--- src/rtl/sgd_ctrl_pkg.sv ---
// sequencer state encoding and loop counter types
package sgd_ctrl_pkg;

    typedef enum logic [3:0] {
        SEQ_IDLE,           // waiting for start pulse
        SEQ_START,          // clear epoch count
        SEQ_EPOCH,          // epoch boundary, check for end
        SEQ_EPOCH_WAIT,     // hold until host says x is updated
        SEQ_SAMPLE,         // next group of NUM_BANKS samples
        SEQ_COMP0,          // planes from fifo 0
        SEQ_COMP1,          // planes from fifo 1
        SEQ_END
    } seq_state_t;

    typedef logic [4:0]  plane_idx_t;      // bit plane, 0 is msb
    typedef logic [11:0] chunk_idx_t;      // BANK_LANES features per chunk
    typedef logic [9:0]  epoch_cnt_t;
    typedef logic [31:0] sample_cnt_t;

endpackage

--- src/rtl/plane_sequencer.sv ---
// control fsm: epochs, sample groups, chunks and planes; fifo reads and x addressing
`timescale 1ns/1ps

module plane_sequencer
    import sgd_ctrl_pkg::*;
#(
    parameter int NUM_BANKS   = 4,
    parameter int X_ADDR_BITS = 6
) (
    input  logic                   clk,
    input  logic                   rst_n,
    input  logic                   start_i,
    input  logic                   x_ready_i,
    input  plane_idx_t             bits_i,
    input  chunk_idx_t             chunks_i,
    input  sample_cnt_t            samples_i,
    input  epoch_cnt_t             epochs_i,
    input  logic [1:0]             safe_i,
    output logic [1:0]             rd_en_o,
    output logic [X_ADDR_BITS-1:0] x_addr_o,
    output logic                   done_o
);
    seq_state_t  state;
    epoch_cnt_t  epoch_idx;     // 1-based once an epoch is running
    sample_cnt_t sample_idx;
    chunk_idx_t  chunk_idx;
    plane_idx_t  plane_idx;
    logic        rd_sel;        // fifo of the next chunk, kept across samples
    logic        cur;           // fifo read in the current compute state
    logic        last_plane;
    logic        last_chunk;

    assign cur        = (state == SEQ_COMP1);
    assign last_plane = (plane_idx == bits_i - 5'd1);
    assign last_chunk = (chunk_idx == chunks_i - 12'd1);
    assign done_o     = (state == SEQ_END);

    always_ff @(posedge clk)
    begin
        if (!rst_n)
        begin
            state      <= SEQ_IDLE;
            epoch_idx  <= '0;
            sample_idx <= '0;
            chunk_idx  <= '0;
            plane_idx  <= '0;
            rd_sel     <= 1'b0;
            rd_en_o    <= 2'b00;
            x_addr_o   <= '0;
        end
        else
        begin
            rd_en_o <= 2'b00;   // strobes last one cycle
            case (state)
                SEQ_IDLE:
                begin
                    if (start_i)
                        state <= SEQ_START;
                end
                SEQ_START:
                begin
                    epoch_idx <= '0;
                    state     <= SEQ_EPOCH;
                end
                SEQ_EPOCH:
                begin
                    sample_idx <= '0;
                    epoch_idx  <= epoch_idx + 10'd1;
                    if (epoch_idx == epochs_i)
                        state <= SEQ_END;
                    else
                        state <= SEQ_EPOCH_WAIT;
                end
                SEQ_EPOCH_WAIT:
                begin
                    // first epoch runs on the initial x
                    if (epoch_idx == 10'd1 || x_ready_i)
                        state <= SEQ_SAMPLE;
                end
                SEQ_SAMPLE:
                begin
                    plane_idx <= '0;
                    chunk_idx <= '0;
                    if (sample_idx >= samples_i)
                        state <= SEQ_EPOCH;
                    else
                    begin
                        sample_idx <= sample_idx + sample_cnt_t'(NUM_BANKS);  // one per bank
                        state      <= rd_sel ? SEQ_COMP1 : SEQ_COMP0;
                    end
                end
                SEQ_COMP0, SEQ_COMP1:
                begin
                    if (safe_i[cur])    // otherwise stall in place
                    begin
                        rd_en_o[cur] <= 1'b1;
                        if (plane_idx == '0)
                            x_addr_o <= chunk_idx[X_ADDR_BITS-1:0];  // new chunk of x
                        plane_idx <= plane_idx + 5'd1;
                        if (last_plane)
                        begin
                            plane_idx <= '0;
                            chunk_idx <= chunk_idx + 12'd1;
                            rd_sel    <= ~cur;
                            if (last_chunk)
                                state <= SEQ_SAMPLE;
                            else
                                state <= cur ? SEQ_COMP0 : SEQ_COMP1;
                        end
                    end
                end
                SEQ_END:
                begin
                    if (start_i)
                        state <= SEQ_START;     // new run without reset
                end
                default: state <= SEQ_IDLE;
            endcase
        end
    end

endmodule

--- config.mk ---
export PLATFORM = sky130hd
export DESIGN_NAME = plane_sequencer
export DESIGN_NICKNAME = d
export VERILOG_FILES = /design/src/rtl/sgd_ctrl_pkg.sv /design/src/rtl/plane_sequencer.sv
export SDC_FILE = /design/constraint.sdc
export NUM_CORES = 1
export LEC_CHECK = 0
export ABC_AREA = 1
export ABC_CLOCK_PERIOD_IN_PS = 5100
export BUFFER_PORTS_ARGS = -buffer_cell sky130_fd_sc_hd__buf_2
export CORE_MARGIN = 4
export CORE_UTILIZATION = 50
export CTS_CLUSTER_DIAMETER = 40
export CTS_CLUSTER_SIZE = 25
export DETAILED_ROUTE_END_ITERATION = 8
export GPL_ROUTABILITY_DRIVEN = 0
export GPL_TIMING_DRIVEN = 0
export HOLD_SLACK_MARGIN = 0.12
export PLACE_DENSITY = 0.71
export REMOVE_ABC_BUFFERS = 1
export SLEW_MARGIN = 20
export SYNTH_ARGS = -nofsm -noshare
export SYNTH_HDL_FRONTEND = slang
export SYNTH_SLANG_ARGS = --single-unit
--- constraint.sdc ---
create_clock -name clk -period 5.1 [get_ports clk]
set_clock_uncertainty 0.05 [all_clocks]
set_input_delay 0.765 -clock clk [delete_from_list [all_inputs] [get_ports clk]]
set_output_delay 0.765 -clock clk [all_outputs]
set_load 0.1 [all_outputs]
==> results of run 1 <==
==> cells in the mapped netlist, drive strengths merged (11+ instances only) <==
master,count
xor2,31
nand4,17
nor2,127
a21oi,68
o21ai,20
dfxtp,69
nand3,75
buf,11
nor3,26
nand2,244
ha,38
inv,119
xnor2,20
clkbuf,15
==> cell families after synthesis <==
logic type                 count (synthesis)  synth area share
buffers and inverters                    145             0.102
AOI/OAI and AO/OA                        103             0.106
and+or+nand+nor                          496             0.377
DFF                                       69             0.246
adders and majority gates                 38            0.0847
xor gates and xnor gates                  52            0.0836
==> final cells by class <==
type	count	area (sq um)	area share
multi-input combinational	689	3660	0.577
sequential	69	1380	0.218
inverter	119	447	0.0705
timing repair buffer	73	365	0.0577
clock buffer	11	253	0.0399
tap	140	175	0.0276
clock inverter	5	58.8	0.00928
==> per-stage QoR <==
stage,setup slack (ps),util
2_1_floorplan,2300,-
3_3_place_gp,1510,0.551
3_5_place_dp,1510,0.551
4_1_cts,1860,0.579
5_1_grt,1480,0.579
6_report,1830,0.579
==> where the power goes <==
part / internal [uW] / switching [uW]
registers: 576 / 57.3
clock network: 405 / 247
logic: 167 / 457
total: 1150 / 761
==> layer usage <==
metal  share of wire  wire [um]  up-vias  global-route usage
met3           0.049        667       13              0.0398
met2            0.42       5730      111               0.321
met1            0.52       7080     2410               0.314
met5               0          0        -                   0
met4           0.013        179        0              0.0641
li1                -          -     3015                   -
==> critical path, delay by kind of cell <==
family	cells	cell delay (ps)
simple gates	9	2090
fa+ha+maj	1	300
compound gates	1	150
buf+inv	3	150
==> flip-flops by register name (all words and copies together) (netlist names) <==
name        count
sample_idx     30
chunk_idx      12
epoch_idx      10
x_addr_o        6
plane_idx       5
state           3
rd_en_o         2
rd_sel          1
==> path summary, 6_finish.rpt <==
path,from,endpoint,cells after the start
max,samples_i[27],sample_idx[24],14
max reg2reg,sample_idx[27],sample_idx[24],12
min reg2reg,x_addr_o[5],x_addr_o[5],2
min,x_addr_o[5],x_addr_o[5],2
==> results.txt, run 1 <==
Root Buffer: clkbuf_16
RSZ-0062 raised after global routing: false
Syn Inst Count: 903
Largest net degree at the start of global routing: 47
PortBufs: 73
CTS sink count: 69
Startpoint types: input pin
Initial Util: 0.513
Setup bufs post-CTS: 0
Final Max Slew Viols: 0
Worst Path Max Fanout: 31
Outcome: complete, no violations
Worst hold-check path type: reg -> reg
Slew margin rel.: 0.436
Total of max-cap violations: 0
Yosys cell types: 38
Worst-Margin Slew: 845 ps
Maximum VDD drop: 0.275 mV
Area share of the largest cell type after synthesis: 0.246
Cell Pwr Density: 301 nW/um^2
Cells resized by post-CTS repair: 0
Leak: 0.00272 uW
Final setup viols: 0
CP endpoint kind: flip-flop
#FFs+latches synth: 69
DIE AREA: 13000 sq um
DR WL/cell: 12.3 um
Core area: 10900 sq um
Crit-path slowest cell: nand2_2
Antenna violations before repair: 0
Worst-Skew Late Latency: 340 ps
Final Hold Viols: 0
Power Total: 1910 uW
Iteration-0 DRC Markers: 346
Std cell rows: 38
WL final: 13700 um
Main synth FF type: dfxtp_1
Die H: 114 um
IO Count: 74
Fillers: 1159
DRC viols: 0
CTS Buffer Depth: 2
Seq/Total Area, Yosys: 0.246
Router iterations before antenna repair: 4
Post-DP Area: 6020 sq um
Finished Layout Cells: 1106
Worst path max stage delay: 720 ps
Synth-to-Final Area Change: 12.9%
Number of synthesized flops with an enable pin: 0
GRT Total Usage: 0.215
R2R setup slack: 1950 ps
WHS: 396 ps
Post-route clock period utilization: 0.641
Crit path kind: in -> reg
Die X: 114 um
# hold bufs at CTS: 0
Most frequent cells in the layout: 238 x nand2_1, 123 x nor2_1, 111 x inv_1
Placed cells: 1090
CTS clk-pin slew, worst paths: 50 ps
Post-Syn Area: 5610 sq um
Number of global-route vias before repair: 4944
Yosys warning total: 0
Critical Path Most Common Cell: nand2_1
Most common cell after layout, fill and taps aside: nand2_1
Via count: 5549
Number of buffers created by CTS: 9
Design Area, Final: 6340 sq um
Ys async rst share: 0
Largest cells by area after synthesis: dfxtp_1 25%, nand2_1 16%, ha_1 8.5%
First-pass GRT wire length: 23000 um
Worst EP required: 5300 ps
Htree depth: 3
DP HPWL: 10200 um
Layout cells sized above 1: 0.127
Max frequency: 0.306 GHz
Yosys top cell by area: dfxtp_1
CP arrival: 3470 ps
Number of routed nets with antenna violations: 0
CTS tree: built
Post-layout minimum cycle time: 3270 ps
Remaining Overflow, GRT: 0
NumNets Final: 1064
Inserted Diodes: 0
Vias per cell: 5.02
Setup total negative slack: 0 ps
Syn_area_per_cell: 6.21 sq um
Crit-path cells: buf_2 -> inv_1 -> ha_1 -> nand2_1 -> nor2_1 -> nand2_1 -> inv_1 -> nand2_1 -> nand3_1 -> nor2_1 -> nand3_2 -> nand2_2 -> nand2_1 -> a21oi_1
Note: power is estimated with default switching activity, not from simulation.
==> run 2: changes to the inputs <==
ABC_CLOCK_PERIOD_IN_PS = 3110   (was 5100)
clock period = 3.11 ns   (was 5.1 ns; I/O delays follow)
==> results.txt, run 2 (synthesized netlist as in run 1, its figures left out) <==
Outcome: complete, no violations (unchanged)
Number of buffers created by CTS: 9 (unchanged)
Final Max Slew Viols: 0 (unchanged)
Initial Util: 0.513 (unchanged)
Max frequency: 0.371 GHz
Die X: 114 um (unchanged)
Worst hold-check path type: reg -> reg (unchanged)
Std cell rows: 38 (unchanged)
DRC viols: 0 (unchanged)
Via count: 5572 (was 5549)
Most common cell after layout, fill and taps aside: nand2_1 (unchanged)
Largest register FFs: 30 (unchanged)
Core area: 10900 sq um (unchanged)
IO Count: 74 (unchanged)
Htree depth: 3 (unchanged)
Met3 global-route usage: 0.0398 (unchanged)
R2R setup slack: 420 ps (was 1950 ps)
Worst-Margin Slew: 843 ps (was 845 ps)
Met1 usage: 0.314 (unchanged)
Cell Pwr Density: 494 nW/um^2 (was 301 nW/um^2)
Iteration-0 DRC Markers: 349 (was 346)
Die H: 114 um (unchanged)
Setup bufs post-CTS: 0 (unchanged)
Inserted Diodes: 0 (unchanged)
DIE AREA: 13000 sq um (unchanged)
CP arrival: 2900 ps (was 3470 ps)
DR WL/cell: 12.3 um (about the same)
CP endpoint kind: flip-flop (unchanged)
WHS: 396 ps (about the same)
Layout cells sized above 1: 0.127 (unchanged)
Post-layout minimum cycle time: 2690 ps
CTS sink count: 69 (unchanged)
Startpoint types: flip-flop (was input pin)
Post-route clock period utilization: 0.866
Final Hold Viols: 0 (unchanged)
Maximum VDD drop: 0.451 mV (was 0.275 mV)
Number of routed nets with antenna violations: 0 (unchanged)
Worst-Skew Late Latency: 340 ps (about the same)
Crit path kind: reg -> reg (was in -> reg)
CTS Buffer Depth: 2 (unchanged)
WL final: 13600 um (was 13700 um)
NumNets Final: 1064 (unchanged)
CTS tree: built (unchanged)
Slew margin rel.: 0.438 (was 0.436)
GRT Total Usage: 0.215 (unchanged)
Met2 usage: 0.321 (unchanged)
Layer with the highest usage: met2 (unchanged)
Post-DP Area: 6020 sq um (unchanged)
Router iterations before antenna repair: 5 (was 4)
Vias per cell: 5.04 (was 5.02)
Most frequent cells in the layout: 238 x nand2_1, 123 x nor2_1, 111 x inv_1 (unchanged)
Synth-to-Final Area Change: 13.1% (was 12.9%)
Biggest regs: sample_idx (30), chunk_idx (12), epoch_idx (10) (unchanged)
DP HPWL: 10200 um (unchanged)
Root Buffer: clkbuf_16 (unchanged)
Setup total negative slack: 0 ps (unchanged)
Design Area, Final: 6350 sq um (was 6340 sq um)
First-pass GRT wire length: 23000 um (unchanged)
RSZ-0062 raised after global routing: false (unchanged)
Most flops, register: sample_idx (unchanged)
Utilization after layout: 0.581 (was 0.579)
Antenna violations before repair: 0 (unchanged)
Worst Path Max Fanout: 31 (unchanged)
Largest net degree at the start of global routing: 47 (unchanged)
Remaining Overflow, GRT: 0 (unchanged)
PortBufs: 73 (unchanged)
Leak: 0.00272 uW (about the same)
Total of max-cap violations: 0 (unchanged)
Number of global-route vias before repair: 4944 (unchanged)
Final setup viols: 0 (unchanged)
Worst EP required: 3310 ps (was 5300 ps)
CTS clk-pin slew, worst paths: 50 ps (about the same)
-- run 2: cell counts in the layout (fill, tap and decap cells not counted) --
Identical to the previous run, type by type.
-- run 2: critical path, stage by stage (launching register included) --
cell	delay [ps]
dfxtp_1	430
ha_1	290
nand2_1	90
nor2_1	60
nand2_1	130
inv_1	50
nand2_1	50
nand3_1	80
nor2_1	320
nand3_4	390
nand2_4	420
nand2_1	100
a21oi_1	140
-- run 2: final cells by class --
type,count,area (sq um)
fill,1154,4590
multi-input combinational,689,3670
sequential,69,1380
inverter,119,447
timing repair buffer,73,365
clock buffer,11,253
tap,140,175
clock inverter,5,58.8
-- run 2: worst paths after layout --
check / startpoint / to / depth (start not counted)
worst max-delay path: sample_idx[27] / sample_idx[24] / 12
worst min-delay path: x_addr_o[5] / x_addr_o[5] / 2
worst max register to register: sample_idx[27] / sample_idx[24] / 12
worst min register to register: x_addr_o[5] / x_addr_o[5] / 2
-- run 2: layer usage --
layer / wire length (um) / up-vias
met5: 0 / -
met1: 6970 / 2410
met4: 179 / 0
li1: - / 3013
met3: 712 / 13
met2: 5730 / 136
-- run 2: where the power goes --
group / switching, uW / total [uW] / internal [uW]
Clock: 408 / 1070 / 664
Combinational: 751 / 1030 / 278
Sequential: 92.7 / 1040 / 944
Total: 1250 / 3140 / 1890
-- run 2: per-stage QoR --
step / std cells / worst slack (ps) / total power, uW
3_5_place_dp: 1090 / -180 / 2070
6_report: 1106 / 417 / 3140
2_1_floorplan: 877 / 609 / 1780
5_1_grt: 1106 / 87.6 / 3330
4_1_cts: 1106 / 153 / 3160
3_3_place_gp: 1090 / -185 / 2060
-- run 2: what timing repair did --
action / CTS / global route
hold endpoints to repair: 0 / 0
gates resized for setup: 1 / 1
hold buffers: 0 / 0
endpoints found under the setup margin: 18 / 30
