$ cat config.mk
export PLATFORM = sky130hd
export DESIGN_NAME = plane_buffer
export DESIGN_NICKNAME = d
export VERILOG_FILES = /design/src/rtl/sgd_ctrl_pkg.sv /design/src/rtl/plane_buffer.sv /design/src/rtl/plane_fifo.sv
export SDC_FILE = /design/constraint.sdc
export NUM_CORES = 1
export LEC_CHECK = 0
export BUFFER_PORTS_ARGS = -buffer_cell sky130_fd_sc_hd__buf_2
export CAP_MARGIN = 40
export CORE_MARGIN = 2
export CORE_UTILIZATION = 62
export DETAILED_ROUTE_END_ITERATION = 6
export GPL_ROUTABILITY_DRIVEN = 0
export PLACE_DENSITY = 0.87
export SYNTH_ARGS = -nofsm -noshare
export SYNTH_HDL_FRONTEND = slang
export SYNTH_SLANG_ARGS = --single-unit
$ cat constraint.sdc
create_clock -name clk -period 5.4 [get_ports clk]
set_input_delay 0.54 -clock clk [delete_from_list [all_inputs] [get_ports clk]]
set_output_delay 0.54 -clock clk [all_outputs]
set_load 0.01 [all_outputs]
$ cat src/rtl/sgd_ctrl_pkg.sv
// sequencer state encoding and loop counter types
package sgd_ctrl_pkg;

    typedef enum logic [3:0] {
        SEQ_IDLE,           // waiting for start pulse
        SEQ_START,          // clear epoch count
        SEQ_EPOCH,          // epoch boundary, check for end
        SEQ_EPOCH_WAIT,     // hold until host says x is updated
        SEQ_SAMPLE,         // next group of NUM_BANKS samples
        SEQ_COMP0,          // planes from fifo 0
        SEQ_COMP1,          // planes from fifo 1
        SEQ_END
    } seq_state_t;

    typedef logic [4:0]  plane_idx_t;      // bit plane, 0 is msb
    typedef logic [11:0] chunk_idx_t;      // BANK_LANES features per chunk
    typedef logic [9:0]  epoch_cnt_t;
    typedef logic [31:0] sample_cnt_t;

endpackage

$ cat src/rtl/plane_buffer.sv
// ping-pong plane buffer: input register, chunk steering, two fifos, merged read port
`timescale 1ns/1ps

module plane_buffer
    import sgd_ctrl_pkg::*;
#(
    parameter int NUM_BANKS       = 4,
    parameter int BANK_LANES      = 8,
    parameter int FIFO_DEPTH_BITS = 4
) (
    input  logic                            clk,
    input  logic                            rst_n,
    input  logic [NUM_BANKS*BANK_LANES-1:0] a_data_i,
    input  logic                            a_valid_i,
    input  plane_idx_t                      bits_i,
    input  logic [1:0]                      rd_en_i,
    output logic                            a_ready_o,
    output logic [1:0]                      safe_o,
    output logic [NUM_BANKS*BANK_LANES-1:0] plane_data_o,
    output logic                            plane_valid_o
);
    localparam int W = NUM_BANKS * BANK_LANES;

    logic [W-1:0]                   in_data_q;
    logic                           in_vld_q;
    logic [W-1:0]                   wr_data_q;
    logic [1:0]                     wr_en_q;
    logic                           wr_sel;     // fifo taking the current chunk
    plane_idx_t                     wr_cnt;     // words of the chunk so far
    logic [1:0]                     af;
    logic [1:0]                     empty;
    logic [1:0]                     rd_vld;
    logic [1:0][W-1:0]              rd_data;
    logic [1:0][FIFO_DEPTH_BITS:0]  cnt;

    assign a_ready_o = ~(af[0] | af[1]);

    always_ff @(posedge clk)
    begin
        in_data_q    <= a_data_i;
        wr_data_q    <= in_data_q;
        plane_data_o <= rd_vld[0] ? rd_data[0] : rd_data[1];   // at most one valid
    end

    always_ff @(posedge clk)
    begin
        if (!rst_n)
        begin
            in_vld_q      <= 1'b0;
            wr_en_q       <= 2'b00;
            wr_sel        <= 1'b0;
            wr_cnt        <= '0;
            plane_valid_o <= 1'b0;
        end
        else
        begin
            in_vld_q      <= a_valid_i & a_ready_o;
            wr_en_q       <= in_vld_q ? (wr_sel ? 2'b10 : 2'b01) : 2'b00;
            plane_valid_o <= |rd_vld;
            if (in_vld_q)
            begin
                wr_cnt <= wr_cnt + 5'd1;
                if (wr_cnt == bits_i - 5'd1)
                begin
                    wr_cnt <= '0;
                    wr_sel <= ~wr_sel;      // chunk done, switch fifo
                end
            end
        end
    end

    for (genvar f = 0; f < 2; f++)
    begin : g_fifo
        plane_fifo #(
            .WIDTH      (W),
            .DEPTH_BITS (FIFO_DEPTH_BITS)
        ) u_fifo (
            .clk           (clk),
            .rst_n         (rst_n),
            .we_i          (wr_en_q[f]),
            .din_i         (wr_data_q),
            .re_i          (rd_en_i[f]),
            .dout_o        (rd_data[f]),
            .valid_o       (rd_vld[f]),
            .empty_o       (empty[f]),
            .almost_full_o (af[f]),
            .count_o       (cnt[f])
        );

        // last word already leaving this cycle counts as empty
        assign safe_o[f] = ~(empty[f] | ((cnt[f] == 1) & rd_en_i[f]));
    end

endmodule

$ cat src/rtl/plane_fifo.sv
// circular buffer fifo in distributed ram with occupancy count and read valid
`timescale 1ns/1ps

module plane_fifo #(
    parameter int WIDTH      = 32,
    parameter int DEPTH_BITS = 4
) (
    input  logic                clk,
    input  logic                rst_n,
    input  logic                we_i,
    input  logic [WIDTH-1:0]    din_i,
    input  logic                re_i,
    output logic [WIDTH-1:0]    dout_o,
    output logic                valid_o,
    output logic                empty_o,
    output logic                almost_full_o,
    output logic [DEPTH_BITS:0] count_o
);
    localparam int DEPTH = 1 << DEPTH_BITS;

    logic [WIDTH-1:0]      mem [DEPTH];
    logic [DEPTH_BITS-1:0] wr_ptr;
    logic [DEPTH_BITS-1:0] rd_ptr;
    logic                  do_wr;
    logic                  do_rd;

    assign empty_o       = (count_o == '0);
    assign almost_full_o = (count_o >= (DEPTH_BITS+1)'(DEPTH - 4));  // 4 slots of slack
    assign do_wr         = we_i & (count_o != (DEPTH_BITS+1)'(DEPTH));  // drop on full
    assign do_rd         = re_i & ~empty_o;

    always_ff @(posedge clk)
    begin
        if (do_wr)
            mem[wr_ptr] <= din_i;
        if (do_rd)
            dout_o <= mem[rd_ptr];      // data one cycle after re
    end

    always_ff @(posedge clk)
    begin
        if (!rst_n)
        begin
            wr_ptr  <= '0;
            rd_ptr  <= '0;
            count_o <= '0;
            valid_o <= 1'b0;
        end
        else
        begin
            valid_o <= do_rd;
            if (do_wr)
                wr_ptr <= wr_ptr + 1'b1;    // wraps at DEPTH
            if (do_rd)
                rd_ptr <= rd_ptr + 1'b1;
            case ({do_wr, do_rd})
                2'b10:   count_o <= count_o + 1'b1;
                2'b01:   count_o <= count_o - 1'b1;
                default: count_o <= count_o;    // both or neither
            endcase
        end
    end

endmodule

==> Implementation_results.wiki <==
{| class="wikitable"
! Metric !! Value
|-
| Crit path max-delay family || simple AND/OR/NAND/NOR gates
|-
| Overall die area || 74,300 sq um
|-
| Global routing usage summed across all routing layers || 0.321
|-
| Layout Area Growth over Synthesis || 15.7%
|-
| Buffers & Inverters on Critical Path || 3
|-
| EDFF count, synth || 1,088
|-
| Setup clock skew after layout || 0.0397 ns
|-
| Post-detail-place hpwl || 61.8 mm
|-
| Tightest hold margin || 0.0629 ns
|-
| Height of the die || 273 um
|-
| WL/cell || 35.4 um
|-
| Worst-Margin Slew || 0.960 ns
|-
| Max-cap violations || 0
|-
| Stage delay of the slowest cell on the critical path || 0.49 ns
|-
| Pin count of the biggest net entering global routing || 61
|-
| Number of primary I/O pins || 78
|-
| Timing-limited maximum frequency || 316 MHz
|-
| Max-slew headroom at the worst pin || 0.360
|-
| Share of synthesized flip-flops with an asynchronous set or reset || 0
|-
| Type of the most critical hold path || in -> reg
|-
| Post-layout min period || 3.17 ns
|-
| Number of nets produced by synthesis || 2,097
|-
| Post-route ant nets || 0
|-
| Area of the core || 71,500 sq um
|-
| Placed cell area || 47,700 sq um
|-
| Count of clock tree sinks || 1,222
|-
| Worst setup path category || reg -> reg
|-
| Endpoint type of the worst setup path || flop
|-
| Global-route wire length before repair || 169 mm
|-
| Seq. cell area || 35,400 sq um
|-
| Clock latency at the later pin of the worst-skew pair || 0.70 ns
|-
| Worst path required time || 6.02 ns
|-
| Routed via count divided by cell count || 6.98
|-
| Register bit count reported by yosys || 1,222
|-
| Number of global-route vias before repair || 23,600
|-
| Arrival time reported for the critical path endpoint || 3.79 ns
|-
| Remaining global-route overflow || 0
|-
| Fraction of the cycle the final worst path needs || 0.586
|-
| Logic depth of the worst setup path including buffers || 11
|-
| Type of element launching the critical path || flop
|-
| Total via count after detailed routing || 23,000
|-
| Total Power || 20.4 mW
|-
| Number of library cell types mapped by synthesis || 38
|-
| Cell area power density || 395 nW/um^2
|-
| Number of port buffers || 77
|-
| Detailed Route Iter0 Violations || 3,597
|-
| CP most frequent cell || sky130_fd_sc_hd__ha_1
|-
| Fillcell total || 3,612
|-
| Standard-cell rows || 98
|-
| Level count of the clock H-tree || 3
|-
| Clk slew on worst S/H paths || 0.06 ns
|-
| Clk buf depth || 3
|-
| Final-report setup violation count || 0
|-
| Layout cells sized above 1 || 0.289
|-
| Wire length reported by the detailed router || 117 mm
|-
| Cell-by-cell trace of the critical path || inv_1, ha_1, or4b_4, nand2_1, clkinv_1, buf_4, ha_1, or4b_1, a21oi_1, xor2_1, and2_1
|-
| Primary FF master, synth || sky130_fd_sc_hd__edfxtp_1
|-
| Outcome || finished, final reports clean
|-
| Largest driver fanout on the critical path || 33
|-
| Initial standard-cell utilization of the core || 0.626
|-
| Setup slack, reg-to-reg || 2.23 ns
|-
| Final net count || 2,314
|-
| Register area share after synthesis || 0.791
|-
| Leakage power total || 16.6 nW
|-
| CP max-delay cell || sky130_fd_sc_hd__buf_4
|-
| Number of buffers created by CTS || 115
|-
| TritonCTS clock tree || built
|-
| Multi-input gate area in the final layout || 9050 sq um
|-
| Detailed-router iteration count before antenna repair || 5
|-
| Cells on Worst Hold Path || 2
|-
| Unrepaired setup endpoints after global routing || false
|-
| Worst VDD drop || 0.000254 V
|-
| Buffer cell driving the clock tree root || sky130_fd_sc_hd__clkbuf_16
|-
| Gate count after technology mapping || 2,033
|-
| Detailed-route DRC error count || 0
|-
| Number of antenna violations at the first check in global routing || 2
|-
| Post-route cell area || 51,800 sq um
|-
| Number of endpoints with negative hold slack in the final report || 0
|-
| Reg2Reg Depth || 11
|-
| Mean area per synthesized cell || 22.0 sq um
|-
| Synthesis warning total || 0
|-
| Count of pins over their slew limit || 0
|-
| Floorplan die width || 273 um
|-
| Post-Synthesis Cell Area || 44,700 sq um
|-
| TNS Setup || 0 ns
|}
==> worst reg2reg max path: stages, from the launching register on <==
cell                       delay (ns)
sky130_fd_sc_hd__dfxtp_1         0.43
sky130_fd_sc_hd__inv_1           0.10
sky130_fd_sc_hd__ha_1            0.23
sky130_fd_sc_hd__or4b_4          0.23
sky130_fd_sc_hd__nand2_1         0.12
sky130_fd_sc_hd__clkinv_1        0.08
sky130_fd_sc_hd__buf_4           0.49
sky130_fd_sc_hd__ha_1            0.39
sky130_fd_sc_hd__or4b_1          0.48
sky130_fd_sc_hd__a21oi_1         0.19
sky130_fd_sc_hd__xor2_1          0.19
sky130_fd_sc_hd__and2_1          0.17
==> per-layer routing <==
layer / vias to the layer above / track usage / part of all wire
met5: - / 0 / 0.00011
met4: 2 / 0.142 / 0.047
met3: 324 / 0.0547 / 0.11
met2: 1992 / 0.538 / 0.51
met1: 11900 / 0.422 / 0.33
li1: 8841 / - / -
==> cells by family (layout without fill, tap and decap cells) <==
family	count (synthesis)	count (layout)	synth area share
buf+inv	118	436	0.0129
mux	292	292	0.138
xor+xnor	32	32	0.00627
fa+ha+maj	22	22	0.00616
compound gates	148	148	0.0243
other cells	0	1	0
flops	1222	1222	0.791
simple gates	199	199	0.0219
==> power by group <==
group	leakage (nW)	switching, mW	total (mW)	internal, mW
logic	3.80	0.849	1.67	0.820
registers	10.9	0.187	10.7	10.5
clock network	1.85	3.63	8.10	4.47
==> registers in the layout, summed over array words and instances (netlist names), 5 cells and up <==
name and cells:
wr_cnt 5, g_fifo.u_fifo.rd_ptr 8, g_fifo.u_fifo.mem 1024, plane_data_o 32
wr_data_q 32, g_fifo.u_fifo.count_o 10, g_fifo.u_fifo.wr_ptr 8, g_fifo.u_fifo.dout_o 64
in_data_q 32
==> layout by cell type, fill, tap and decap left out, drive strengths merged, types with 2 or more instances in the layout <==
| cell type | synthesis | layout |
|---|---|---|
| mux4 | 256 | 256 |
| mux2 | 32 | 32 |
| or4b | 4 | 4 |
| nor2b | 4 | 4 |
| a21boi | 6 | 6 |
| xor2 | 8 | 8 |
| nand4 | 2 | 2 |
| nand2b | 5 | 5 |
| bufinv | 0 | 6 |
| or3 | 2 | 2 |
| inv | 14 | 20 |
| or4 | 2 | 2 |
| nand2 | 86 | 86 |
| nand4bb | 4 | 4 |
| dlygate4sd3 | 0 | 32 |
| nor3 | 9 | 9 |
| edfxtp | 1088 | 1088 |
| mux2i | 4 | 4 |
| nand3 | 11 | 11 |
| clkinvlp | 0 | 2 |
| a21oi | 7 | 7 |
| and3 | 8 | 8 |
| clkinv | 0 | 48 |
| a22oi | 128 | 128 |
| and2 | 24 | 24 |
| buf | 46 | 172 |
| nand4b | 4 | 4 |
| xnor2 | 24 | 24 |
| ha | 22 | 22 |
| nor2 | 32 | 32 |
| clkbuf | 58 | 156 |
| o21ai | 4 | 4 |
| dfxtp | 134 | 134 |
==> synth_stat cells (6+ instances only) <==
library cell	count	area share
sky130_fd_sc_hd__ha_1	22	0.0062
sky130_fd_sc_hd__xnor2_1	24	0.0047
sky130_fd_sc_hd__nand2_1	86	0.0072
sky130_fd_sc_hd__clkbuf_1	58	0.0049
sky130_fd_sc_hd__nor3_1	9	0.0010
sky130_fd_sc_hd__mux4_2	256	0.13
sky130_fd_sc_hd__a21oi_1	7	0.00078
sky130_fd_sc_hd__inv_1	14	0.0012
sky130_fd_sc_hd__buf_4	12	0.0020
sky130_fd_sc_hd__a22oi_1	128	0.021
sky130_fd_sc_hd__a21boi_0	6	0.0010
sky130_fd_sc_hd__buf_6	10	0.0025
sky130_fd_sc_hd__dfxtp_1	134	0.060
sky130_fd_sc_hd__mux2_2	32	0.0081
sky130_fd_sc_hd__buf_1	12	0.0010
sky130_fd_sc_hd__and3_1	8	0.0011
sky130_fd_sc_hd__nor2_1	32	0.0027
sky130_fd_sc_hd__nand3_1	11	0.0012
sky130_fd_sc_hd__xor2_1	8	0.0016
sky130_fd_sc_hd__buf_2	12	0.0013
sky130_fd_sc_hd__and2_1	24	0.0034
sky130_fd_sc_hd__edfxtp_1	1088	0.73
==> area by class of cell <==
cell class | count | area share
Sequential cell | 1222 | 0.683
Multi-Input combinational cell | 693 | 0.175
Clock buffer | 156 | 0.0618
Timing Repair Buffer | 204 | 0.0453
Tap cell | 950 | 0.0230
Clock inverter | 62 | 0.0106
Inverter | 14 | 0.00102
Antenna cell | 1 | 0.0000484
==> through the flow <==
| step | utilization | cells | setup WS (ns) |
|---|---|---|---|
| floorplan | - | 2033 | 1.47 |
| global placement | 0.648 | 2982 | 2.49 |
| detailed placement | 0.667 | 3050 | 2.30 |
| CTS | 0.724 | 3300 | 2.25 |
| global route | 0.724 | 3301 | 2.03 |
| finish | 0.724 | 3302 | 2.23 |
==> path summary, 6_finish.rpt <==
| kind | from | end |
|---|---|---|
| worst max register to register | g_fifo[0].u_fifo.count_o[0] | g_fifo[0].u_fifo.count_o[3] |
| worst max-delay path | g_fifo[0].u_fifo.count_o[0] | g_fifo[0].u_fifo.count_o[3] |
| worst min register to register | in_data_q[19] | wr_data_q[19] |
| worst min-delay path | a_valid_i | in_vld_q |
==> repair_timing <==
action / 4_1_cts / 5_1_grt
gates resized for setup: 0 / 0
setup buffers: 0 / 0
hold buffers: 32 / 0
endpoints found under the hold margin: 32 / 0
Note: power is estimated with default switching activity, not from simulation.
