File: src/rtl/sgd_ctrl_pkg.sv
// sequencer state encoding and loop counter types
package sgd_ctrl_pkg;

    typedef enum logic [3:0] {
        SEQ_IDLE,           // waiting for start pulse
        SEQ_START,          // clear epoch count
        SEQ_EPOCH,          // epoch boundary, check for end
        SEQ_EPOCH_WAIT,     // hold until host says x is updated
        SEQ_SAMPLE,         // next group of NUM_BANKS samples
        SEQ_COMP0,          // planes from fifo 0
        SEQ_COMP1,          // planes from fifo 1
        SEQ_END
    } seq_state_t;

    typedef logic [4:0]  plane_idx_t;      // bit plane, 0 is msb
    typedef logic [11:0] chunk_idx_t;      // BANK_LANES features per chunk
    typedef logic [9:0]  epoch_cnt_t;
    typedef logic [31:0] sample_cnt_t;

endpackage

File: src/rtl/sgd_data_pkg.sv
// datapath types: model element, adder tree sum, fixed point accumulator
package sgd_data_pkg;

    // fraction bits kept below the binary point in the accumulator
    localparam int FRAC_BITS = 4;

    typedef logic signed [31:0] x_elem_t;               // one model element
    typedef logic signed [31:0] psum_t;                 // tree sum, wraps on overflow
    typedef logic signed [31+FRAC_BITS:0] acc_t;        // 32.4 running dot product

endpackage
File: src/rtl/bank_dot_unit.sv
// one bank: mask x by plane bits, tree sum, scale by plane weight, accumulate
`timescale 1ns/1ps

module bank_dot_unit
    import sgd_data_pkg::*;
    import sgd_ctrl_pkg::*;
#(
    parameter int BANK_LANES = 8,
    parameter int TREE_DEPTH = 3
) (
    input  logic                      clk,
    input  logic                      rst_n,
    input  logic [BANK_LANES-1:0]     a_bits_i,
    input  x_elem_t [BANK_LANES-1:0]  x_i,
    input  logic                      plane_valid_i,
    input  plane_idx_t                bits_i,
    input  chunk_idx_t                chunks_i,
    output x_elem_t                   dot_o,
    output logic                      dot_valid_o
);
    psum_t [BANK_LANES-1:0] masked_q;
    logic                   masked_vld_q;
    psum_t                  tree_sum;
    logic                   tree_vld;
    acc_t                   tree_ext;       // sum with fraction bits appended
    plane_idx_t             plane_q;        // plane of the current tree output
    chunk_idx_t             chunk_q;
    acc_t                   shift_q;
    logic                   shift_vld_q;
    logic                   first_q;        // loads the accumulator
    logic                   last_q;         // closes the sample
    acc_t                   acc_q;
    logic                   acc_done_q;
    x_elem_t                res_q;
    logic                   res_vld_q;

    assign tree_ext = {tree_sum, {FRAC_BITS{1'b0}}};

    adder_tree #(
        .TREE_DEPTH (TREE_DEPTH)
    ) u_tree (
        .clk         (clk),
        .rst_n       (rst_n),
        .in_i        (masked_q),
        .in_valid_i  (masked_vld_q),
        .sum_o       (tree_sum),
        .sum_valid_o (tree_vld)
    );

    always_ff @(posedge clk)
    begin
        for (int j = 0; j < BANK_LANES; j++)
            masked_q[j] <= a_bits_i[j] ? x_i[j] : '0;
        shift_q <= tree_ext >>> (6'(plane_q) + 6'd1);   // plane 0 weighs 1/2
        first_q <= (plane_q == '0) && (chunk_q == '0);
        last_q  <= (plane_q == bits_i - 5'd1) && (chunk_q == chunks_i - 12'd1);
        if (shift_vld_q)
            acc_q <= first_q ? shift_q : acc_q + shift_q;
        if (acc_done_q)
            res_q <= acc_q[FRAC_BITS+31:FRAC_BITS];   // drop fraction
        if (res_vld_q)
            dot_o <= res_q;     // held until next sample
    end

    always_ff @(posedge clk)
    begin
        if (!rst_n)
        begin
            masked_vld_q <= 1'b0;
            shift_vld_q  <= 1'b0;
            acc_done_q   <= 1'b0;
            res_vld_q    <= 1'b0;
            dot_valid_o  <= 1'b0;
            plane_q      <= '0;
            chunk_q      <= '0;
        end
        else
        begin
            masked_vld_q <= plane_valid_i;
            shift_vld_q  <= tree_vld;
            acc_done_q   <= shift_vld_q & last_q;
            res_vld_q    <= acc_done_q;
            dot_valid_o  <= res_vld_q;
            if (tree_vld)
            begin
                plane_q <= plane_q + 5'd1;
                if (plane_q == bits_i - 5'd1)
                begin
                    plane_q <= '0;
                    chunk_q <= (chunk_q == chunks_i - 12'd1) ? '0 : chunk_q + 12'd1;
                end
            end
        end
    end

endmodule

File: src/rtl/adder_tree.sv
// pipelined pairwise adder tree, one level per cycle, valid travels with data
`timescale 1ns/1ps

module adder_tree
    import sgd_data_pkg::*;
#(
    parameter int TREE_DEPTH = 3
) (
    input  logic                             clk,
    input  logic                             rst_n,
    input  psum_t [(1 << TREE_DEPTH)-1:0]    in_i,
    input  logic                             in_valid_i,
    output psum_t                            sum_o,
    output logic                             sum_valid_o
);
    localparam int LEAVES = 1 << TREE_DEPTH;

    for (genvar l = 0; l < TREE_DEPTH; l++)
    begin : g_lvl
        localparam int N = LEAVES >> (l + 1);   // sums out of this level

        psum_t [2*N-1:0] src;
        logic            src_vld;
        psum_t [N-1:0]   sum_q;
        logic            vld_q;

        if (l == 0)
        begin : g_first
            assign src     = in_i;
            assign src_vld = in_valid_i;
        end
        else
        begin : g_next
            assign src     = g_lvl[l-1].sum_q;
            assign src_vld = g_lvl[l-1].vld_q;
        end

        always_ff @(posedge clk)
        begin
            for (int k = 0; k < N; k++)
                sum_q[k] <= src[2*k] + src[2*k+1];     // wraps in 32 bits
        end

        always_ff @(posedge clk)
        begin
            if (!rst_n)
                vld_q <= 1'b0;
            else
                vld_q <= src_vld;
        end
    end

    assign sum_o       = g_lvl[TREE_DEPTH-1].sum_q[0];
    assign sum_valid_o = g_lvl[TREE_DEPTH-1].vld_q;

endmodule

File: config.mk
export PLATFORM = sky130hd
export DESIGN_NAME = bank_dot_unit
export DESIGN_NICKNAME = d
export VERILOG_FILES = /design/src/rtl/sgd_ctrl_pkg.sv /design/src/rtl/sgd_data_pkg.sv /design/src/rtl/bank_dot_unit.sv /design/src/rtl/adder_tree.sv
export SDC_FILE = /design/constraint.sdc
export NUM_CORES = 1
export LEC_CHECK = 0
export ABC_AREA = 1
export BUFFER_PORTS_ARGS = -buffer_cell sky130_fd_sc_hd__buf_4
export CORE_MARGIN = 2
export CORE_UTILIZATION = 65
export DETAILED_ROUTE_END_ITERATION = 16
export PLACE_DENSITY_LB_ADDON = 0.2
export SYNTH_ARGS = -nofsm -noshare
export SYNTH_HDL_FRONTEND = slang
export SYNTH_SLANG_ARGS = --single-unit
File: constraint.sdc
create_clock -name clk -period 5.65 [get_ports clk]
set_input_delay 0.565 -clock clk [delete_from_list [all_inputs] [get_ports clk]]
set_output_delay 0.565 -clock clk [all_outputs]
set_load 0.01 [all_outputs]
==> results of run 1 <==
routing by layer:
| metal | global-route usage | wire, um | up-vias |
|---|---|---|---|
| li1 | - | - | 15100 |
| met1 | 0.425 | 38200 | 13800 |
| met2 | 0.575 | 42600 | 1053 |
| met3 | 0.0459 | 5760 | 176 |
| met4 | 0.106 | 3050 | 0 |
| met5 | 0 | 0 | - |
cell usage after synthesis, types with 8 or more instances:
cell type / instances / area share
a21boi_0: 14 / 0.0031
a21o_1: 26 / 0.0058
a21oi_1: 342 / 0.051
a31oi_1: 24 / 0.0045
buf_2: 16 / 0.0024
clkbuf_1: 40 / 0.0045
dfxtp_1: 543 / 0.32
edfxtp_1: 100 / 0.089
fa_1: 8 / 0.0048
ha_1: 258 / 0.096
inv_1: 541 / 0.060
mux2i_1: 11 / 0.0033
nand2_1: 1168 / 0.13
nand3_1: 193 / 0.029
nand3b_1: 13 / 0.0029
nand4_1: 39 / 0.0072
nor2_1: 375 / 0.042
nor3_1: 41 / 0.0061
nor4_1: 19 / 0.0035
o211ai_1: 38 / 0.0085
o21a_1: 14 / 0.0031
o21ai_0: 244 / 0.036
o21ai_1: 32 / 0.0048
o21ai_2: 10 / 0.0026
o21bai_1: 26 / 0.0058
or2_2: 14 / 0.0026
xnor2_1: 52 / 0.014
xor2_1: 171 / 0.044
area by class of cell:
| type | count | area, um^2 | area share |
|---|---|---|---|
| clock buffers | 86 | 1870 | 0.0481 |
| clock inverters | 32 | 380 | 0.00977 |
| inverters | 548 | 2060 | 0.0529 |
| multi-input cells | 3162 | 17500 | 0.449 |
| flip-flops and latches | 643 | 13900 | 0.356 |
| well taps | 680 | 851 | 0.0219 |
| repair buffers | 324 | 2430 | 0.0625 |
how the worst max path moves through the flow:
stage	to	from	slack (ps)
after global placement	shift_q[17]$_DFF_P_	plane_q[0]$_SDFFE_PN0P_	2110
after CTS	shift_q[17]$_DFF_P_	plane_q[0]$_SDFFE_PN0P_	2010
after floorplan	shift_q[17]$_DFF_P_	plane_q[0]$_SDFFE_PN0P_	3180
final	shift_q[17]$_DFF_P_	plane_q[0]$_SDFFE_PN0P_	1930
after global routing	shift_q[17]$_DFF_P_	plane_q[0]$_SDFFE_PN0P_	1530
after detailed placement	shift_q[17]$_DFF_P_	plane_q[0]$_SDFFE_PN0P_	2020
worst max-delay path, stage by stage (launching register included):
cell and delay, ps:
dfxtp_1 310, inv_1 620, ha_1 900, inv_1 650, o21ai_0 440, mux2i_1 170
or2_1 280, o211ai_1 90, o211ai_1 100
power breakdown:
group          total, uW  internal (uW)  switching [uW]
sequential          6010           5460             547
clock               4520           2680            1850
combinational       5810           2130            3680
registers in the layout (all words and copies together), names as in the netlist, 2 cells and up:
name and cells:
masked_q 256, u_tree.g_lvl.sum_q 192, acc_q 36, shift_q 36, dot_o 32, res_q 32
u_tree.sum_o 32, chunk_q 12, plane_q 5, u_tree.g_lvl.vld_q 2
cells by family after synthesis:
family | Yosys count | synth area share
multiplexers | 11 | 0.00327
adder cells (fa/ha/maj) | 266 | 0.101
AO/OA/AOI/OAI | 786 | 0.130
AND/OR/NAND/NOR | 1875 | 0.226
buffers and inverters | 613 | 0.0701
flip-flops | 643 | 0.412
XOR/XNOR | 224 | 0.0588
stage by stage:
step           cells  utilization
2_1_floorplan   4418            -
3_3_place_gp    5357        0.715
6_report        5475        0.759
5_1_grt         5475        0.759
3_5_place_dp    5357        0.715
4_1_cts         5475        0.759
==> impl_metrics.tcl, run 1 <==
set metrics [dict create \
    required_ps 6100 \
    cts_resized 0 \
    antenna_found_initial 0 \
    track_usage 0.331 \
    rows 83 \
    rsz0062_at_grt "false" \
    peakVddDrop_mv 0.385 \
    worst_pin_slew_ps 956 \
    hold-path-endpoint "masked_q[180]$_SDFF_PN0_" \
    drc 0 \
    first_pass_iters 6 \
    num-fill-cells 3905 \
    ant_nets 0 \
    design_area_mm2 0.0389 \
    yosys_warnings 0 \
    viasPerCell 5.50 \
    cts_hold_buf 0 \
    cts_buffer_depth 3 \
    r2r_end "shift_q[17]$_DFF_P_" \
    grt_pass1_wl_um 143000 \
    cts_tree "done" \
    layout_commonest_cell "nand2_1" \
    grt_pass1_vias 28900 \
    detailed_place_hpwl_um 69300 \
    p_leak_uw 0.0198 \
    wire_per_inst_um 16.4 \
    hold_depth 3 \
    post_cts_buffers 0 \
    synth.yosys.seq_area_share 0.412 \
    hold_violations 0 \
    die_x_um 232 \
    drive_gt1_frac 0.0999 \
    core_mm2 0.0513 \
    die_h_um 232 \
    cts_sinks 643 \
    drv_cap 0 \
    ctsRootBufferMaster "clkbuf_16" \
    io_pins 317 \
    max_slew_margin 0.363 \
    initial_core_util 0.657 \
    htreeDepth 3 \
    setup-tns-final_ps 0 \
    ys_ff_latch 643 \
    startpoint_type "register" \
    status "finished, final reports clean" \
    synth_area_mm2 0.0337 \
    worstHoldStart "x_i[180]" \
    area_delta_synth_final_pct 15.5 \
    layout_common_cells "1168 x nand2_1, 543 x dfxtp_1, 541 x inv_1" \
    hp-class "in2reg" \
    crit_arrival_ps 4180 \
    dp_slack_ps 2020 \
    synth_ff_type "dfxtp_1" \
    clock.fmax_mhz 269 \
    synthArstFlopShare 0 \
    crit_fanout 37 \
    yosysUniqueCellTypes 47 \
    cts.clk_slew.worst_paths_ps 70 \
    setup_viol 0 \
    place_area_mm2 0.0367 \
    drt_iter0_markers 2493 \
    period_share 0.659 \
    rr_worst_depth 8 \
    syn-num-nets 4968 \
    total_power_uw 16300 \
    routed_wl_um 89700 \
    end_kind "register" \
    globalplace.congestion 0.998 \
    synth-edff-count 100 \
    slew_violations 0 \
    layout.nets 5295 \
    path_class "reg2reg" \
    grt_overflow 0 \
    diodes 0 \
    fin_ws_ps 1930 \
    syn_inst 4418 \
    r2r_setup_slack_ps 1930 \
    avgSynthCellArea_um2 7.63 \
    cts_buffers 66 \
    holdWs_ps 135 \
    grt_max_degree 39 \
    power_density_mw_per_mm2 420 \
    reg2reg_from "plane_q[0]$_SDFFE_PN0P_" \
    num_vias 30100 \
    die-area_mm2 0.0537 \
    fin_skew_ps 24.9 \
    clk_latency_ps 610 \
    layout_min_cycle_time_ps 3720 \
    io_buffers 316 \
]
No activity file was read; power rests on OpenSTA's default activity.
==> run 2, diff against run 1 <==
--- a/config.mk
+++ b/config.mk
@@ -8,7 +8,7 @@
 export ABC_AREA = 1
 export BUFFER_PORTS_ARGS = -buffer_cell sky130_fd_sc_hd__buf_4
 export CORE_MARGIN = 2
-export CORE_UTILIZATION = 65
+export CORE_UTILIZATION = 60
 export DETAILED_ROUTE_END_ITERATION = 16
 export PLACE_DENSITY_LB_ADDON = 0.2
 export SYNTH_ARGS = -nofsm -noshare
==> constraint.sdc (replaced) <==
create_clock -name clk -period 3.89 [get_ports clk]
set_input_delay 0.389 -clock clk [delete_from_list [all_inputs] [get_ports clk]]
set_output_delay 0.389 -clock clk [all_outputs]
set_load 0.01 [all_outputs]
==> run 2 against run 1 <==
Combinational power increased by 51%; final cell count increased by 6.1%; final area increased by 7.1%.
==> impl_metrics.tcl, run 2 (synthesis results as in run 1) <==
set metrics [dict create \
    wire_per_inst_um 17.7 \
    place_area_mm2 0.0368 \
    p_leak_uw 0.0209 \
    worstHoldStart "x_i[32]" \
    path_class "reg2reg" \
    initial_core_util 0.609 \
    layout_common_cells "1168 x nand2_1, 542 x dfxtp_1, 541 x inv_1" \
    drive_gt1_frac 0.0961 \
    drc 0 \
    reg2reg_from "shift_q[0]$_DFF_P_" \
    max_slew_margin 0.388 \
    fin_skew_ps 28.8 \
    largest_register_ff_count 256 \
    first_pass_iters 9 \
    track_usage 0.350 \
    antenna_found_initial 3 \
    die_h_um 241 \
    design_area_mm2 0.0417 \
    layout.nets 5554 \
    r2r_end "acc_q[24]$_DFFE_PP_" \
    hp-class "in2reg" \
    status "finished, final reports clean" \
    viasPerCell 5.55 \
    cts.clk_slew.worst_paths_ps 60 \
    total_power_uw 24300 \
    rows 86 \
    startpoint_type "register" \
    hold_violations 0 \
    rsz0062_at_grt "false" \
    largest_register "masked_q" \
    setup-tns-final_ps 0 \
    r2r_setup_slack_ps 1230 \
    clk_latency_ps 620 \
    num-fill-cells 4034 \
    htreeDepth 3 \
    crit_fanout 4 \
    required_ps 4260 \
    hold_depth 3 \
    drv_cap 0 \
    clock.fmax_mhz 376 \
    area_delta_synth_final_pct 23.7 \
    worst_pin_slew_ps 917 \
    cts_tree "done" \
    drt_iter0_markers 2670 \
    num_vias 32200 \
    crit_arrival_ps 3030 \
    grt_max_degree 38 \
    io_buffers 316 \
    grt_pass1_vias 32100 \
    grt_pass1_wl_um 162000 \
    die_x_um 241 \
    layout_commonest_cell "nand2_1" \
    setup_viol 0 \
    detailed_place_hpwl_um 69900 \
    cts_buffers 67 \
    cts_buffer_depth 3 \
    die-area_mm2 0.0581 \
    ctsRootBufferMaster "clkbuf_16" \
    io_pins 317 \
    hold-path-endpoint "masked_q[32]$_SDFF_PN0_" \
    power_density_mw_per_mm2 583 \
    peakVddDrop_mv 0.441 \
    globalplace.congestion 0.967 \
    cts_sinks 643 \
    ant_nets 0 \
    reg_top3 "masked_q x256, u_tree.g_lvl.sum_q x192" \
    grt_overflow 0 \
    period_share 0.683 \
    layout_min_cycle_time_ps 2660 \
    core_mm2 0.0553 \
    end_kind "register" \
    slew_violations 0 \
    routed_wl_um 103000 \
    rr_worst_depth 11 \
]
==> run 2: cell types whose count changed in the layout (fill, tap and decap cells not counted), sizes merged, moves of 3 or more <==
cell         delta
buf             +3
clkbuf          +8
dlygate4sd3   +255
clkinv          -3
==> run 2: repair_timing <==
| action | CTS | global route |
|---|---|---|
| resized for setup | 0 | 0 |
| hold buffers | 255 | 0 |
| endpoints found under the hold margin | 255 | 0 |
| setup buffers | 0 | 0 |
==> run 2: worst max-delay path by stage <==
| stage | from | to | slack (ps) |
|---|---|---|---|
| 2_1_floorplan | plane_q[0]$_SDFFE_PN0P_ | shift_q[17]$_DFF_P_ | 1420 |
| 3_3_place_gp | shift_q[0]$_DFF_P_ | acc_q[24]$_DFFE_PP_ | 1280 |
| 3_5_place_dp | shift_q[0]$_DFF_P_ | acc_q[30]$_DFFE_PP_ | 1250 |
| 4_1_cts | shift_q[0]$_DFF_P_ | acc_q[24]$_DFFE_PP_ | 1260 |
| 5_1_grt | shift_q[0]$_DFF_P_ | acc_q[30]$_DFFE_PP_ | 1030 |
| 6_report | shift_q[0]$_DFF_P_ | acc_q[24]$_DFFE_PP_ | 1230 |
==> run 2: where the power goes <==
| part | switching (uW) | internal [uW] |
|---|---|---|
| Combinational | 5520 | 3280 |
| Sequential | 784 | 7930 |
| Clock | 2800 | 3990 |
==> run 2: per-layer routing <==
| metal | GRT usage | share of wire | vias to the layer above |
|---|---|---|---|
| met5 | 0 | 0 | - |
| met4 | 0.147 | 0.043 | 0 |
| met3 | 0.0563 | 0.064 | 370 |
| met2 | 0.613 | 0.48 | 1421 |
| met1 | 0.428 | 0.41 | 14800 |
| li1 | - | - | 15600 |
==> run 2: layout make-up <==
class | count | area, um^2 | area share
diodes | 1 | 2.50 | 0.0000600
inverters | 548 | 2060 | 0.0494
well taps | 748 | 936 | 0.0225
multi-input cells | 3162 | 17500 | 0.419
clock buffers | 94 | 1970 | 0.0473
flip-flops and latches | 643 | 13900 | 0.333
clock inverters | 30 | 367 | 0.00880
repair buffers | 582 | 5010 | 0.120
==> run 2: worst max-delay path, stage by stage, from the launching register on <==
cell and delay (ps):
dfxtp_1 340, ha_1 140, inv_1 90, fa_1 430, o21ai_2 270, a21oi_1 170
o21ai_0 470, nand2_1 170, nand2_1 110, nand2_1 70, nand3_1 70, nand2_1 70
==> run 2: per-stage QoR <==
step	std cells	setup WS [ps]	utilization	hold WS, ps
after detailed placement	5428	1250	0.665	405
after CTS	5807	1260	0.754	2.29
after floorplan	4418	1420	-	390
after global routing	5808	1030	0.754	27.3
final	5808	1230	0.754	40.5
after global placement	5428	1280	0.665	392
